<file path="config.mk">
export PLATFORM = sky130hd
export DESIGN_NAME = frame_scanner
export DESIGN_NICKNAME = d
export VERILOG_FILES = /design/src/hw/mandel_pkg.sv /design/src/hw/frame_scanner.sv
export SDC_FILE = /design/constraint.sdc
export NUM_CORES = 1
export LEC_CHECK = 0
export BUFFER_PORTS_ARGS = -buffer_cell sky130_fd_sc_hd__clkbuf_2
export CORE_MARGIN = 5
export CORE_UTILIZATION = 52
export DETAILED_ROUTE_END_ITERATION = 16
export PLACE_DENSITY_LB_ADDON = 0.08
export SYNTH_ARGS = -nofsm -noshare
export SYNTH_HDL_FRONTEND = slang
export SYNTH_SLANG_ARGS = --single-unit
</file>
<file path="constraint.sdc">
create_clock -name clk -period 8 [get_ports clk]
set_input_delay 0.4 -clock clk [delete_from_list [all_inputs] [get_ports clk]]
set_output_delay 0.4 -clock clk [all_outputs]
set_load 0.01 [all_outputs]
</file>
<file path="src/hw/mandel_pkg.sv">
`default_nettype none

package mandel_pkg;

    // Q8.16 complex components.
    localparam int data_width = 24;
    localparam int data_point = 16;

    // Full-precision product, one bit of headroom for the add/subtract.
    localparam int mult_width = 2 * data_width + 1;

    // Product after dropping data_point fraction bits, plus c.
    localparam int sum_width = 2 * data_width - data_point + 1;

    // Iteration limit and escape count.
    localparam int iter_width = 16;

    // Frame dimensions and pixel coordinates.
    localparam int dim_width = 8;

    // Pipeline depths.
    localparam int mult_latency = 2;
    localparam int loop_latency = 4;

endpackage

`default_nettype wire
</file>
<file path="src/hw/frame_scanner.sv">
`timescale 1ns/10ps
`default_nettype none

module frame_scanner (
    input  wire                                        clk,
    input  wire                                        rst_n,
    input  wire                                        start,
    input  wire  signed [mandel_pkg::data_width-1:0]   origin_re,
    input  wire  signed [mandel_pkg::data_width-1:0]   origin_im,
    input  wire  signed [mandel_pkg::data_width-1:0]   step,
    input  wire         [mandel_pkg::dim_width-1:0]    width,
    input  wire         [mandel_pkg::dim_width-1:0]    height,
    input  wire         [mandel_pkg::iter_width-1:0]   iters,
    input  wire                                        pix_busy,
    input  wire         [mandel_pkg::iter_width-1:0]   pix_count,
    input  wire                                        pix_done,
    output logic                                       busy,
    output logic                                       pix_start,
    output logic signed [mandel_pkg::data_width-1:0]   c_re,
    output logic signed [mandel_pkg::data_width-1:0]   c_im,
    output logic        [mandel_pkg::iter_width-1:0]   iters_q,
    output logic                                       pixel_valid,
    output logic        [mandel_pkg::dim_width-1:0]    pixel_col,
    output logic        [mandel_pkg::dim_width-1:0]    pixel_row,
    output logic        [mandel_pkg::iter_width-1:0]   pixel_count,
    output logic                                       frame_done
);

    logic                                     waiting;
    logic                                     accept;
    logic [mandel_pkg::dim_width-1:0]         col;
    logic [mandel_pkg::dim_width-1:0]         row;
    logic [mandel_pkg::dim_width-1:0]         width_q;
    logic [mandel_pkg::dim_width-1:0]         height_q;
    logic signed [mandel_pkg::data_width-1:0] origin_re_q;
    logic signed [mandel_pkg::data_width-1:0] step_q;
    logic                                     last_col;
    logic                                     last_row;

    assign accept   = start & ~busy;
    assign last_col = (col == width_q - 1'b1);
    assign last_row = (row == height_q - 1'b1);

    always_ff @(posedge clk) begin
        if (!rst_n) begin
            busy        <= 1'b0;
            waiting     <= 1'b0;
            pix_start   <= 1'b0;
            pixel_valid <= 1'b0;
            frame_done  <= 1'b0;
        end else begin
            pix_start   <= 1'b0;
            pixel_valid <= pix_done;
            frame_done  <= 1'b0;
            if (accept) begin
                busy    <= 1'b1;
                waiting <= 1'b0;
            end else if (busy) begin
                // Next pixel once the engine is idle again.
                if (!waiting && !pix_busy) begin
                    pix_start <= 1'b1;
                    waiting   <= 1'b1;
                end
                if (pix_done) begin
                    waiting <= 1'b0;
                    if (last_col && last_row) begin
                        busy       <= 1'b0;
                        frame_done <= 1'b1;
                    end
                end
            end
        end
    end

    // Window capture and the pixel walk.
    always_ff @(posedge clk) begin
        if (accept) begin
            origin_re_q <= origin_re;
            step_q      <= step;
            width_q     <= width;
            height_q    <= height;
            iters_q     <= iters;
            col         <= '0;
            row         <= '0;
            c_re        <= origin_re;
            c_im        <= origin_im;
        end else if (pix_done) begin
            pixel_col   <= col;
            pixel_row   <= row;
            pixel_count <= pix_count;
            if (last_col) begin
                col  <= '0;
                row  <= row + 1'b1;
                c_re <= origin_re_q;
                c_im <= c_im + step_q;
            end else begin
                col  <= col + 1'b1;
                c_re <= c_re + step_q;
            end
        end
    end

    a_start_idle: assert property (@(posedge clk) disable iff (!rst_n)
        pix_start |-> !pix_busy);

endmodule

`default_nettype wire

</file>
==> flow_summary_export.csv <==
group,metric,value,unit
detailed_routing,first_pass_iters,5,
detailed_routing,wl_per_cell,17.9,um
power_and_ir_drop,intPower,2.02,mW
setup_path,cp_data_arrival_time,3790,ps
grt,grt_usage,21.8,%
clock_tree,cts_max_path_buffers,2,
synthesis,yosysMostFrequentCell,"edfxtp_1",
grt,grt_max_degree,70,
clock_tree,cts_tree,"yes",
power_and_ir_drop,peakVddDrop,0.169,mV
detailed_routing,drt-vias-per-instance,5.63,
setup_path,r2r_end,"c_im[15]$_DFFE_PP_",
die,design.portCount,225,
worst_hold_path,hold_path_class,"in -> reg",
timing,finalHoldViolCount,0,
timing,max_freq,271,MHz
setup_path,setup.worst_path.start,"width_q[2]$_DFFE_PP_",
clock_tree,cts.sinks,181,
power_and_ir_drop,sw_frac_of_total,34.3,%
run,drv_cap,0,
placed_design,dp_slack,4310,ps
timing,tightestPinTransition,765,ps
power_and_ir_drop,fin_total_pwr,3.07,mW
cells_and_area,post-route-util,63.6,%
timing,slew_viol_final,0,
clock_tree,postCtsSetupRepairBufs,0,
timing,setup_slack,4310,ps
synthesis,synth_largest_area_cell,"edfxtp_1",
setup_path,critPathMostFrequentCell,"buf_4",
setup_path,ff2ff_path_depth,8,
detailed_routing,antenna_left,0,
setup_path,reg2reg_from,"width_q[2]$_DFFE_PP_",
synthesis,synth_edf_count,160,
timing,fin_crit,3690,ps
detailed_routing,drc_errors,0,
placed_design,place_area,0.0108,mm^2
timing,skew,15.3,ps
setup_path,cp_data_required_time,8090,ps
synthesis,synth-seq-area-share,55.0,%
setup_path,cp_num_cells,8,
clock_tree,ctsHtreeMaxLevel,4,
die,die-height,145,um
clock_tree,cts_root_buffer,"clkbuf_16",
die,coreArea,0.0180,mm^2
clock_tree,numCtsBuffers,17,
synthesis,yosysWarnings,0,
clock_tree,cts_resized,0,
clock_tree,cts.clk_slew.worst_paths,70,ps
worst_hold_path,worstHoldStart,"iters[13]",
synthesis,synth_top_area_share,50.6,%
setup_path,r2r_slack,4310,ps
placed_design,io_buffers,224,
setup_path,critical_path.top_delay_family,"simple AND/OR/NAND/NOR gates",
synthesis,synthesis.area,0.00950,mm^2
setup_path,critPathSlowestCell,"or4_1",
power_and_ir_drop,power.leakage,4.72,nW
placed_design,place.gp.congestion,0.928,
synthesis,yosys-top-cells-count,"edfxtp_1, a21oi_1, nor2_1",
grt,grt_pass1_wl,37.3,mm
synthesis,syn_inst,849,
synthesis,avgSynthCellArea,11.2,um^2
cells_and_area,stdcell_area,0.0114,mm^2
grt,grt_overflow,0,
cells_and_area,nets,1248,
grt,antenna_found_initial,0,
synthesis,synthFlopType,"edfxtp_1",
timing,timing.slew.headroom,49.0,%
detailed_routing,wl_met2,11.3,mm
grt,grt_pass1_vias,7091,
detailed_routing,top_layer_used,"met4",
power_and_ir_drop,switchingPower,1.05,mW
setup_path,crit_end,"c_im[15]$_DFFE_PP_",
setup_path,crit_type,"reg -> reg",
cells_and_area,diodes,0,
clock_tree,clk-insertion-delay-late,440,ps
detailed_routing,met1_length,10.3,mm
cells_and_area,drive_gt1_share,26.1,%
cells_and_area,syn_to_final_growth,20.1,%
timing,setup_tns,0,ps
clock_tree,cts_hold_buf,0,
setup_path,end_kind,"register",
detailed_routing,wl_met3,1.64,mm
power_and_ir_drop,clock_power_share,26.2,%
setup_path,crit_path_cell_trace,"or4_1, o21a_1, or4_4, a221oi_4, buf_4, nand2_2, nand2_1, buf_4",
setup_path,crit_buf_inv,2,
setup_path,crit_fanout,56,
synthesis,async_flop_share,0,%
synthesis,ys_seq_elements,181,
synthesis,synth.distinct_cells,64,
run_status,outcome,"finished clean",
timing,finalSetupViolations,0,
die,die_w,145,um
synthesis,syn_nets,1026,
power_and_ir_drop,pwr-share-seq,40.6,%
detailed_routing,wirelength,23.6,mm
synthesis,ys_top_cells_by_area,"edfxtp_1, ha_1, a21oi_1",
power_and_ir_drop,combinationalPowerShare,33.2,%
timing,finalCritPeriodShare,46.2,%
placed_design,detailed_place_hpwl,17.6,mm
timing,rsz0062_at_grt,"no",
power_and_ir_drop,p_per_area,269,mW/mm^2
die,rows,49,
detailed_routing,drt_iter0_drc,470,
setup_path,max_stage_delay,550,ps
setup_path,cp-start-kind,"register",
die,die_area,0.0211,mm^2
die,initial_core_util,52.9,%
detailed_routing,vias,7397,
==> area by class of cell <==
| type | count | area, um^2 |
|---|---|---|
| clock buffer | 17 | 425 |
| clock inverter | 15 | 148 |
| fill | 1455 | 6550 |
| inverter | 22 | 85.1 |
| multi-input combinational | 618 | 4070 |
| sequential | 181 | 5230 |
| tap | 229 | 287 |
| timing repair buffer | 231 | 1170 |
==> power by group through the flow <==
| stage | clock network, mW | registers [mW] | logic [mW] |
|---|---|---|---|
| after floorplan | 0 | 1.28 | 0.690 |
| after global placement | 0 | 1.27 | 1.00 |
| after detailed placement | 0 | 1.27 | 1.01 |
| after CTS | 0.817 | 1.25 | 1.02 |
| after global routing | 0.856 | 1.26 | 1.13 |
| final | 0.805 | 1.25 | 1.02 |
==> registers in the layout, summed over array words and instances, names as in the netlist <==
| signal | count |
|---|---|
| busy | 1 |
| c_im | 24 |
| c_re | 24 |
| col | 8 |
| frame_done | 1 |
| height_q | 8 |
| iters_q | 16 |
| origin_re_q | 24 |
| pix_start | 1 |
| pixel_col | 8 |
| pixel_count | 16 |
| pixel_row | 8 |
| pixel_valid | 1 |
| row | 8 |
| step_q | 24 |
| waiting | 1 |
| width_q | 8 |
==> cell families after synthesis <==
family | share of synthesized area (%)
and+or+nand+nor | 12.6
adders and majority gates | 7.01
AOI/OAI and AO/OA | 16.0
xor gates and xnor gates | 5.81
muxes | 1.29
DFF | 55.0
buffers and inverters | 2.32
==> worst min-delay path by stage <==
stage                                       end  slack [ps]  cells past startpoint
after floorplan            pix_start$_SDFF_PP0_         410                      1
after global placement     pix_start$_SDFF_PP0_         430                      1
after detailed placement   pix_start$_SDFF_PP0_         430                      1
after CTS                 iters_q[13]$_DFFE_PP_         110                      1
after global routing       iters_q[1]$_DFFE_PP_         110                      1
final                     iters_q[13]$_DFFE_PP_         130                      1
==> cell usage in the layout (no fill, tap or decap), types with 4 or more instances in the layout <==
cell	Yosys	routed
clkinv_4	0	6
o2111ai_1	4	4
clkbuf_16	0	17
a221o_1	5	5
o211ai_1	6	6
inv_1	22	21
xnor2_1	36	36
clkbuf_2	0	224
nand3_1	19	19
nor3_1	20	20
nand2b_1	5	4
ha_1	50	50
edfxtp_1	160	160
xor2_1	27	27
nand4_1	6	6
and2_1	8	8
nand2_1	63	63
or2_2	4	4
mux2i_1	10	10
a31oi_1	7	7
buf_4	4	7
nor2b_1	13	13
o21ai_0	53	53
and3_1	16	16
inv_8	0	4
a21o_1	17	17
o21bai_1	9	9
nor2_1	73	72
dfxtp_1	21	21
o22ai_1	5	5
a21oi_1	88	88
o31ai_1	5	5
nor4_1	4	4
o21a_1	14	14
a211oi_1	7	7
a221oi_1	4	4
==> stage by stage <==
step	hold WS [ps]	cells
floorplan	412	849
global placement	427	1281
detailed placement	432	1281
CTS	114	1313
global route	111	1313
finish	131	1313
==> worst reg2reg max path, stage by stage, from the launching register on <==
cell and delay (ps):
edfxtp_1 480, or4_1 550, o21a_1 210, or4_4 520, a221oi_4 290, buf_4 540, nand2_2 220, nand2_1 160
buf_4 360
==> routing by layer <==
metal | vias to the layer above | GRT usage, %
li1 | 3639 | -
met1 | 3482 | 29.2
met3 | 23 | 5.92
met4 | 0 | 5.32
met5 | - | 0
met2 | 253 | 35.5
No activity file was read; power rests on OpenSTA's default activity.
