==> config.mk <==
export PLATFORM = sky130hd
export DESIGN_NAME = mandelbrot_pxl
export DESIGN_NICKNAME = d
export VERILOG_FILES = /design/src/hw/mandel_pkg.sv /design/src/hw/mandelbrot_pxl.sv /design/src/hw/signed_cast.sv /design/src/hw/complex_mult.sv
export SDC_FILE = /design/constraint.sdc
export NUM_CORES = 2
export LEC_CHECK = 0
export BUFFER_PORTS_ARGS = -buffer_cell sky130_fd_sc_hd__buf_2
export CORE_MARGIN = 2
export CORE_UTILIZATION = 45
export CTS_CLUSTER_SIZE = 10
export DETAILED_ROUTE_END_ITERATION = 8
export HOLD_SLACK_MARGIN = 0.03
export PLACE_DENSITY_LB_ADDON = 0.08
export SYNTH_ARGS = -nofsm -noshare
export SYNTH_HDL_FRONTEND = slang
export SYNTH_SLANG_ARGS = --single-unit
==> constraint.sdc <==
create_clock -name clk -period 22.8 [get_ports clk]
set_input_delay 3.42 -clock clk [delete_from_list [all_inputs] [get_ports clk]]
set_output_delay 3.42 -clock clk [all_outputs]
set_load 0.01 [all_outputs]
==> src/hw/mandel_pkg.sv <==
`default_nettype none

package mandel_pkg;

    // Q8.16 complex components.
    localparam int data_width = 24;
    localparam int data_point = 16;

    // Full-precision product, one bit of headroom for the add/subtract.
    localparam int mult_width = 2 * data_width + 1;

    // Product after dropping data_point fraction bits, plus c.
    localparam int sum_width = 2 * data_width - data_point + 1;

    // Iteration limit and escape count.
    localparam int iter_width = 16;

    // Frame dimensions and pixel coordinates.
    localparam int dim_width = 8;

    // Pipeline depths.
    localparam int mult_latency = 2;
    localparam int loop_latency = 4;

endpackage

`default_nettype wire
==> src/hw/mandelbrot_pxl.sv <==
`timescale 1ns/10ps
`default_nettype none

module mandelbrot_pxl (
    input  wire                                        clk,
    input  wire                                        rst_n,
    input  wire                                        pix_start,
    input  wire  signed [mandel_pkg::data_width-1:0]   c_re,
    input  wire  signed [mandel_pkg::data_width-1:0]   c_im,
    input  wire         [mandel_pkg::iter_width-1:0]   iters,
    output logic                                       pix_busy,
    output logic        [mandel_pkg::iter_width-1:0]   pix_count,
    output logic                                       pix_done
);

    // High while the FSM iterates.
    logic                                   busy_q;
    logic                                   start_q;
    logic [mandel_pkg::iter_width-1:0]      count_q;
    logic [mandel_pkg::iter_width-1:0]      count_next;
    logic                                   finish;

    logic                                   op_strobe;
    logic signed [mandel_pkg::data_width-1:0] z_re;
    logic signed [mandel_pkg::data_width-1:0] z_im;

    logic signed [mandel_pkg::mult_width-1:0] mult_re;
    logic signed [mandel_pkg::mult_width-1:0] mult_im;
    logic                                     mult_valid;

    logic signed [mandel_pkg::sum_width-1:0]  sum_re;
    logic signed [mandel_pkg::sum_width-1:0]  sum_im;
    logic                                     sum_valid;

    logic signed [mandel_pkg::data_width-1:0] op_re;
    logic signed [mandel_pkg::data_width-1:0] op_im;
    logic                                     op_ovf_re;
    logic                                     op_ovf_im;
    logic                                     op_valid;

    assign count_next = count_q + 1'b1;
    assign finish     = op_valid & (op_ovf_re | op_ovf_im | (count_next == iters));

    // First pass squares zero.
    // Later passes feed the cast results straight back.
    assign op_strobe = start_q | (op_valid & ~finish);
    assign z_re      = op_valid ? op_re : '0;
    assign z_im      = op_valid ? op_im : '0;

    assign pix_done  = finish;
    assign pix_count = count_next;
    assign pix_busy  = busy_q & ~finish;

    always_ff @(posedge clk) begin
        if (!rst_n) begin
            busy_q  <= 1'b0;
            start_q <= 1'b0;
            count_q <= '0;
        end else if (!busy_q) begin
            start_q <= pix_start;
            count_q <= '0;
            if (pix_start) begin
                busy_q <= 1'b1;
            end
        end else begin
            start_q <= 1'b0;
            if (op_valid) begin
                count_q <= count_next;
            end
            if (finish) begin
                busy_q <= 1'b0;
            end
        end
    end

    complex_mult #(
        .din1_width (mandel_pkg::data_width),
        .din2_width (mandel_pkg::data_width)
    ) mult_i (
        .clk        (clk),
        .rst_n      (rst_n),
        .din1_re    (z_re),
        .din1_im    (z_im),
        .din2_re    (z_re),
        .din2_im    (z_im),
        .din_valid  (op_strobe),
        .dout_re    (mult_re),
        .dout_im    (mult_im),
        .dout_valid (mult_valid)
    );

    // Drop the extra fraction bits, then add c.
    always_ff @(posedge clk) begin
        sum_re <= $signed(mult_re[mandel_pkg::mult_width-1:mandel_pkg::data_point]) + c_re;
        sum_im <= $signed(mult_im[mandel_pkg::mult_width-1:mandel_pkg::data_point]) + c_im;
    end

    always_ff @(posedge clk) begin
        if (!rst_n) begin
            sum_valid <= 1'b0;
        end else begin
            sum_valid <= mult_valid;
        end
    end

    signed_cast #(
        .din_width  (mandel_pkg::sum_width),
        .din_point  (mandel_pkg::data_point),
        .dout_width (mandel_pkg::data_width),
        .dout_point (mandel_pkg::data_point)
    ) cast_re_i (
        .clk        (clk),
        .rst_n      (rst_n),
        .din        (sum_re),
        .din_valid  (sum_valid),
        .dout       (op_re),
        .ovf        (op_ovf_re),
        .dout_valid (op_valid)
    );

    signed_cast #(
        .din_width  (mandel_pkg::sum_width),
        .din_point  (mandel_pkg::data_point),
        .dout_width (mandel_pkg::data_width),
        .dout_point (mandel_pkg::data_point)
    ) cast_im_i (
        .clk        (clk),
        .rst_n      (rst_n),
        .din        (sum_im),
        .din_valid  (sum_valid),
        .dout       (op_im),
        .ovf        (op_ovf_im),
        .dout_valid ()
    );

    a_iters_nonzero: assert property (@(posedge clk) disable iff (!rst_n)
        pix_start |-> iters != '0);

    a_op_in_busy: assert property (@(posedge clk) disable iff (!rst_n)
        op_valid |-> busy_q);

endmodule

`default_nettype wire

==> src/hw/signed_cast.sv <==
`timescale 1ns/10ps
`default_nettype none

module signed_cast #(
    parameter int din_width  = mandel_pkg::sum_width,
    parameter int din_point  = mandel_pkg::data_point,
    parameter int dout_width = mandel_pkg::data_width,
    parameter int dout_point = mandel_pkg::data_point
) (
    input  wire                          clk,
    input  wire                          rst_n,
    input  wire  signed [din_width-1:0]  din,
    input  wire                          din_valid,
    output logic signed [dout_width-1:0] dout,
    output logic                         ovf,
    output logic                         dout_valid
);

    logic signed [din_width-1:0] aligned;
    logic                        fits;

    // Floor toward minus infinity.
    assign aligned = din >>> (din_point - dout_point);

    generate
        if (din_width > dout_width) begin : g_narrow
            // Dropped bits must all repeat the sign.
            assign fits = (&aligned[din_width-1:dout_width-1])
                        | ~(|aligned[din_width-1:dout_width-1]);
        end else begin : g_wide
            assign fits = 1'b1;
        end
    endgenerate

    always_ff @(posedge clk) begin
        if (fits) begin
            dout <= dout_width'(aligned);
        end else if (aligned[din_width-1]) begin
            dout <= {1'b1, {(dout_width-1){1'b0}}};
        end else begin
            dout <= {1'b0, {(dout_width-1){1'b1}}};
        end
    end

    always_ff @(posedge clk) begin
        if (!rst_n) begin
            ovf        <= 1'b0;
            dout_valid <= 1'b0;
        end else begin
            ovf        <= din_valid & ~fits;
            dout_valid <= din_valid;
        end
    end

endmodule

`default_nettype wire

==> src/hw/complex_mult.sv <==
`timescale 1ns/10ps
`default_nettype none

module complex_mult #(
    parameter int din1_width = mandel_pkg::data_width,
    parameter int din2_width = mandel_pkg::data_width
) (
    input  wire                                    clk,
    input  wire                                    rst_n,
    input  wire  signed [din1_width-1:0]           din1_re,
    input  wire  signed [din1_width-1:0]           din1_im,
    input  wire  signed [din2_width-1:0]           din2_re,
    input  wire  signed [din2_width-1:0]           din2_im,
    input  wire                                    din_valid,
    output logic signed [din1_width+din2_width:0]  dout_re,
    output logic signed [din1_width+din2_width:0]  dout_im,
    output logic                                   dout_valid
);

    // Partial products (a + jb)(c + jd).
    logic signed [din1_width+din2_width-1:0] ac;
    logic signed [din1_width+din2_width-1:0] bd;
    logic signed [din1_width+din2_width-1:0] ad;
    logic signed [din1_width+din2_width-1:0] bc;

    logic [mandel_pkg::mult_latency-1:0] valid_sr;

    // Stage 1.
    always_ff @(posedge clk) begin
        ac <= din1_re * din2_re;
        bd <= din1_im * din2_im;
        ad <= din1_re * din2_im;
        bc <= din1_im * din2_re;
    end

    // Stage 2, no rounding.
    always_ff @(posedge clk) begin
        dout_re <= ac - bd;
        dout_im <= ad + bc;
    end

    always_ff @(posedge clk) begin
        if (!rst_n) begin
            valid_sr <= '0;
        end else begin
            valid_sr <= {valid_sr[mandel_pkg::mult_latency-2:0], din_valid};
        end
    end

    assign dout_valid = valid_sr[mandel_pkg::mult_latency-1];

endmodule

`default_nettype wire

==> impl_metrics.tcl <==
set metrics [dict create \
    outcome "completed" \
    drive_gt1_share_pct 3.981 \
    p_int_mw 1.765 \
    drv_slew 0 \
    num_io_pins 85 \
    ys_seq_area_share_pct 9.263 \
    ir_worst_vdd_mv 0.08223 \
    yosysWarnings 0 \
    die_area_um2 162200 \
    clkTransAtPathRegs_ns 0.08 \
    arrival_ns 10.40 \
    grt_pass1_wl_um 299700 \
    syn_nets 9899 \
    powerDensity_nw_per_um2 47.34 \
    p_comb_share_pct 56.2 \
    vias 49430 \
    place_congestion 0.8469 \
    clock_power_share_pct 18.9 \
    ys_ff_latch 331 \
    drv_cap 0 \
    pwr-share-seq_pct 25.0 \
    slew_headroom_pct 24.96 \
    post-route-period-util_pct 43.35 \
    drtIter0Drc 2710 \
    syn_area_um2 71530 \
    final_net_count 9790 \
    synth_top_area_share_pct 48.05 \
    grt_antenna_before_repair 6 \
    cts_tree "built" \
    period_needed_ns 9.885 \
    numCtsBuffers 45 \
    cp_max_fo 80 \
    critPathKind "register to register" \
    layout_commonest_cell "inv_1" \
    numClockSinks 331 \
    final_cell_mix "inv_1, fa_1, nand2_1" \
    post_drt_wl_per_cell_um 19.33 \
    clock_skew_ns 0.07045 \
    synth.top_cells.by_area "fa_1, inv_1, dfxtp_1" \
    clk_path_buf_depth 3 \
    die_w_um 402.7 \
    cts_hold_buf 0 \
    synth.avg_cell_area_um2 9.417 \
    postRouteAntennaNets 0 \
    grt_max_degree 81 \
    max_freq_mhz 101.2 \
    drt-total-wl_um 185300 \
    vias_per_cell 5.155 \
    end_kind "register" \
    fin_tns_setup_ns 0 \
    cts_root_buffer "clkbuf_16" \
    power_switching_mw 1.804 \
    setup_viol 0 \
    grt.overflow.total 0 \
    ys_types 83 \
    rsz0062_at_grt "no" \
    switching_share_pct 50.54 \
    worst_slew_pin_slew_ns 1.126 \
    dr.pass1.iters 6 \
    route.detailed.drc 0 \
    fin_ws_ns 12.92 \
    start_kind "register" \
    yosysTopAreaCell "fa_1" \
    io_buffers 84 \
    dp_hpwl_um 145900 \
    syn2layout_area_growth_pct 5.400 \
    post_cts_resized 0 \
    worst_ep_required_time_ns 23.32 \
    synth-edff-count 0 \
    start_util_pct 45.22 \
    coreArea_um2 158200 \
    insertion_delay_ns 0.66 \
    async_reset_ff_share_pct 0 \
    htree_levels 2 \
    synth_ff_type "dfxtp_1" \
    synth_cells 7596 \
    p_leak_nw 41.99 \
    grtUsageTotal_pct 23.97 \
    place_ws_ns 13.01 \
    worst_hold_slack_ns 0.3192 \
    post-cts-setup-buffer-count 0 \
    hold_path.class "register to register" \
    final_util_pct 47.66 \
    fp-row-count 146 \
    hold_viol_final 0 \
    die_height_um 402.7 \
    grt_pass1_vias 53630 \
]
[synthesized netlist by cell type, drive strengths merged (5+ instances only)]
library cell  number
nand3             61
nand3b             7
nand2b            47
nor2b             33
a211oi            22
o21ai            149
a21boi             5
nor3b              5
a21o             102
o21bai            20
and2              58
o21a              23
o211ai            16
and3             481
a311oi             9
and4               8
o31ai              5
a21oi            187
nor2             177
or3                6
xnor2            204
or2                8
inv             2054
nor4               8
a31oi             28
nor3              30
ha               519
nand4             28
dfxtp            331
a2111oi            8
nand2            760
fa              1717
clkbuf           305
a31o               6
buf               26
xor2              84
[cell type report]
cell class / instances / area (µm²)
fillers: 15380 / 82800
multi-input cells: 4880 / 55950
inverters: 2054 / 7710
flip-flops and latches: 331 / 6639
well taps: 2072 / 2592
clock buffers: 57 / 1221
repair buffers: 175 / 1104
clock inverters: 14 / 168.9
diodes: 4 / 10.01
[registers in the layout, indices dropped and copies added (netlist names), 2 cells and up]
| signal | flops |
|---|---|
| mult_i.bd | 47 |
| cast_re_i.dout | 24 |
| sum_re | 33 |
| mult_i.dout_im | 33 |
| mult_i.ad | 33 |
| mult_i.valid_sr | 2 |
| mult_i.dout_re | 33 |
| sum_im | 33 |
| cast_im_i.dout | 24 |
| count_q | 16 |
| mult_i.ac | 47 |
[stage by stage]
step,instance area [µm²],total power [mW],cells
finish,75400,3.569,9587
detailed placement,74000,2.889,9512
global placement,74000,2.874,9512
floorplan,71530,2.088,7596
CTS,75390,3.587,9583
global route,75390,3.802,9583
[cells by family (layout without fill, tap and decap cells)]
family | Yosys count | in the layout | share of synthesized area (%)
mux | 7 | 7 | 0.1032
compound gates | 623 | 623 | 5.676
other cells | 0 | 4 | 0
xor+xnor | 288 | 288 | 3.526
flops | 331 | 331 | 9.263
fa+ha+maj | 2236 | 2236 | 57.13
simple gates | 1726 | 1726 | 11.76
buf+inv | 2385 | 2300 | 12.54
[worst max-delay path, stage by stage (launching register included)]
cell       delay, ns
dfxtp_4         0.74
buf_4           0.66
buf_4           0.60
buf_4           0.61
and3_1          0.32
fa_1            0.57
fa_1            0.71
inv_1           0.22
fa_1            0.54
inv_1           0.06
fa_1            0.48
fa_1            0.56
fa_1            0.43
fa_1            0.45
ha_1            0.36
a211oi_1        0.24
o21ai_0         0.12
a2111oi_1       0.60
nor2_1          0.12
a21oi_1         0.25
a31oi_1         0.18
o21ai_1         0.30
o21ai_1         0.14
o41ai_2         0.23
xnor2_1         0.15
[worst paths after layout]
| path | start | to | slack [ns] | depth (start not counted) |
|---|---|---|---|---|
| setup reg to reg | cast_re_i.dout_valid$_SDFF_PN0_ | mult_i.ad[47]$_DFF_P_ | 12.92 | 24 |
| hold reg to reg | mult_i.ad[47]$_DFF_P_ | mult_i.dout_im[48]$_DFF_P_ | 0.32 | 0 |
| setup / recovery | cast_re_i.dout_valid$_SDFF_PN0_ | mult_i.ad[47]$_DFF_P_ | 12.92 | 24 |
| hold / removal | mult_i.ad[47]$_DFF_P_ | mult_i.dout_im[48]$_DFF_P_ | 0.32 | 0 |
[power groups by stage]
stage	clock (mW)	combinational (mW)	sequential, mW
final	0.673	2.00	0.891
after global placement	0	1.97	0.907
after global routing	0.724	2.17	0.910
after CTS	0.701	1.99	0.896
after floorplan	0	1.23	0.853
after detailed placement	0	1.98	0.907
[layer usage]
layer | GRT usage (%) | part of all wire [%] | wire length [µm] | vias to the layer above
met3 | 2.236 | 4.1 | 7630 | 224
li1 | - | - | - | 22370
met2 | 42.45 | 51 | 95090 | 1004
met4 | 7.096 | 3.2 | 5949 | 2
met5 | 0 | 0.0070 | 13 | -
met1 | 31.16 | 41 | 76640 | 25830
No activity file was read; power rests on OpenSTA's default activity.
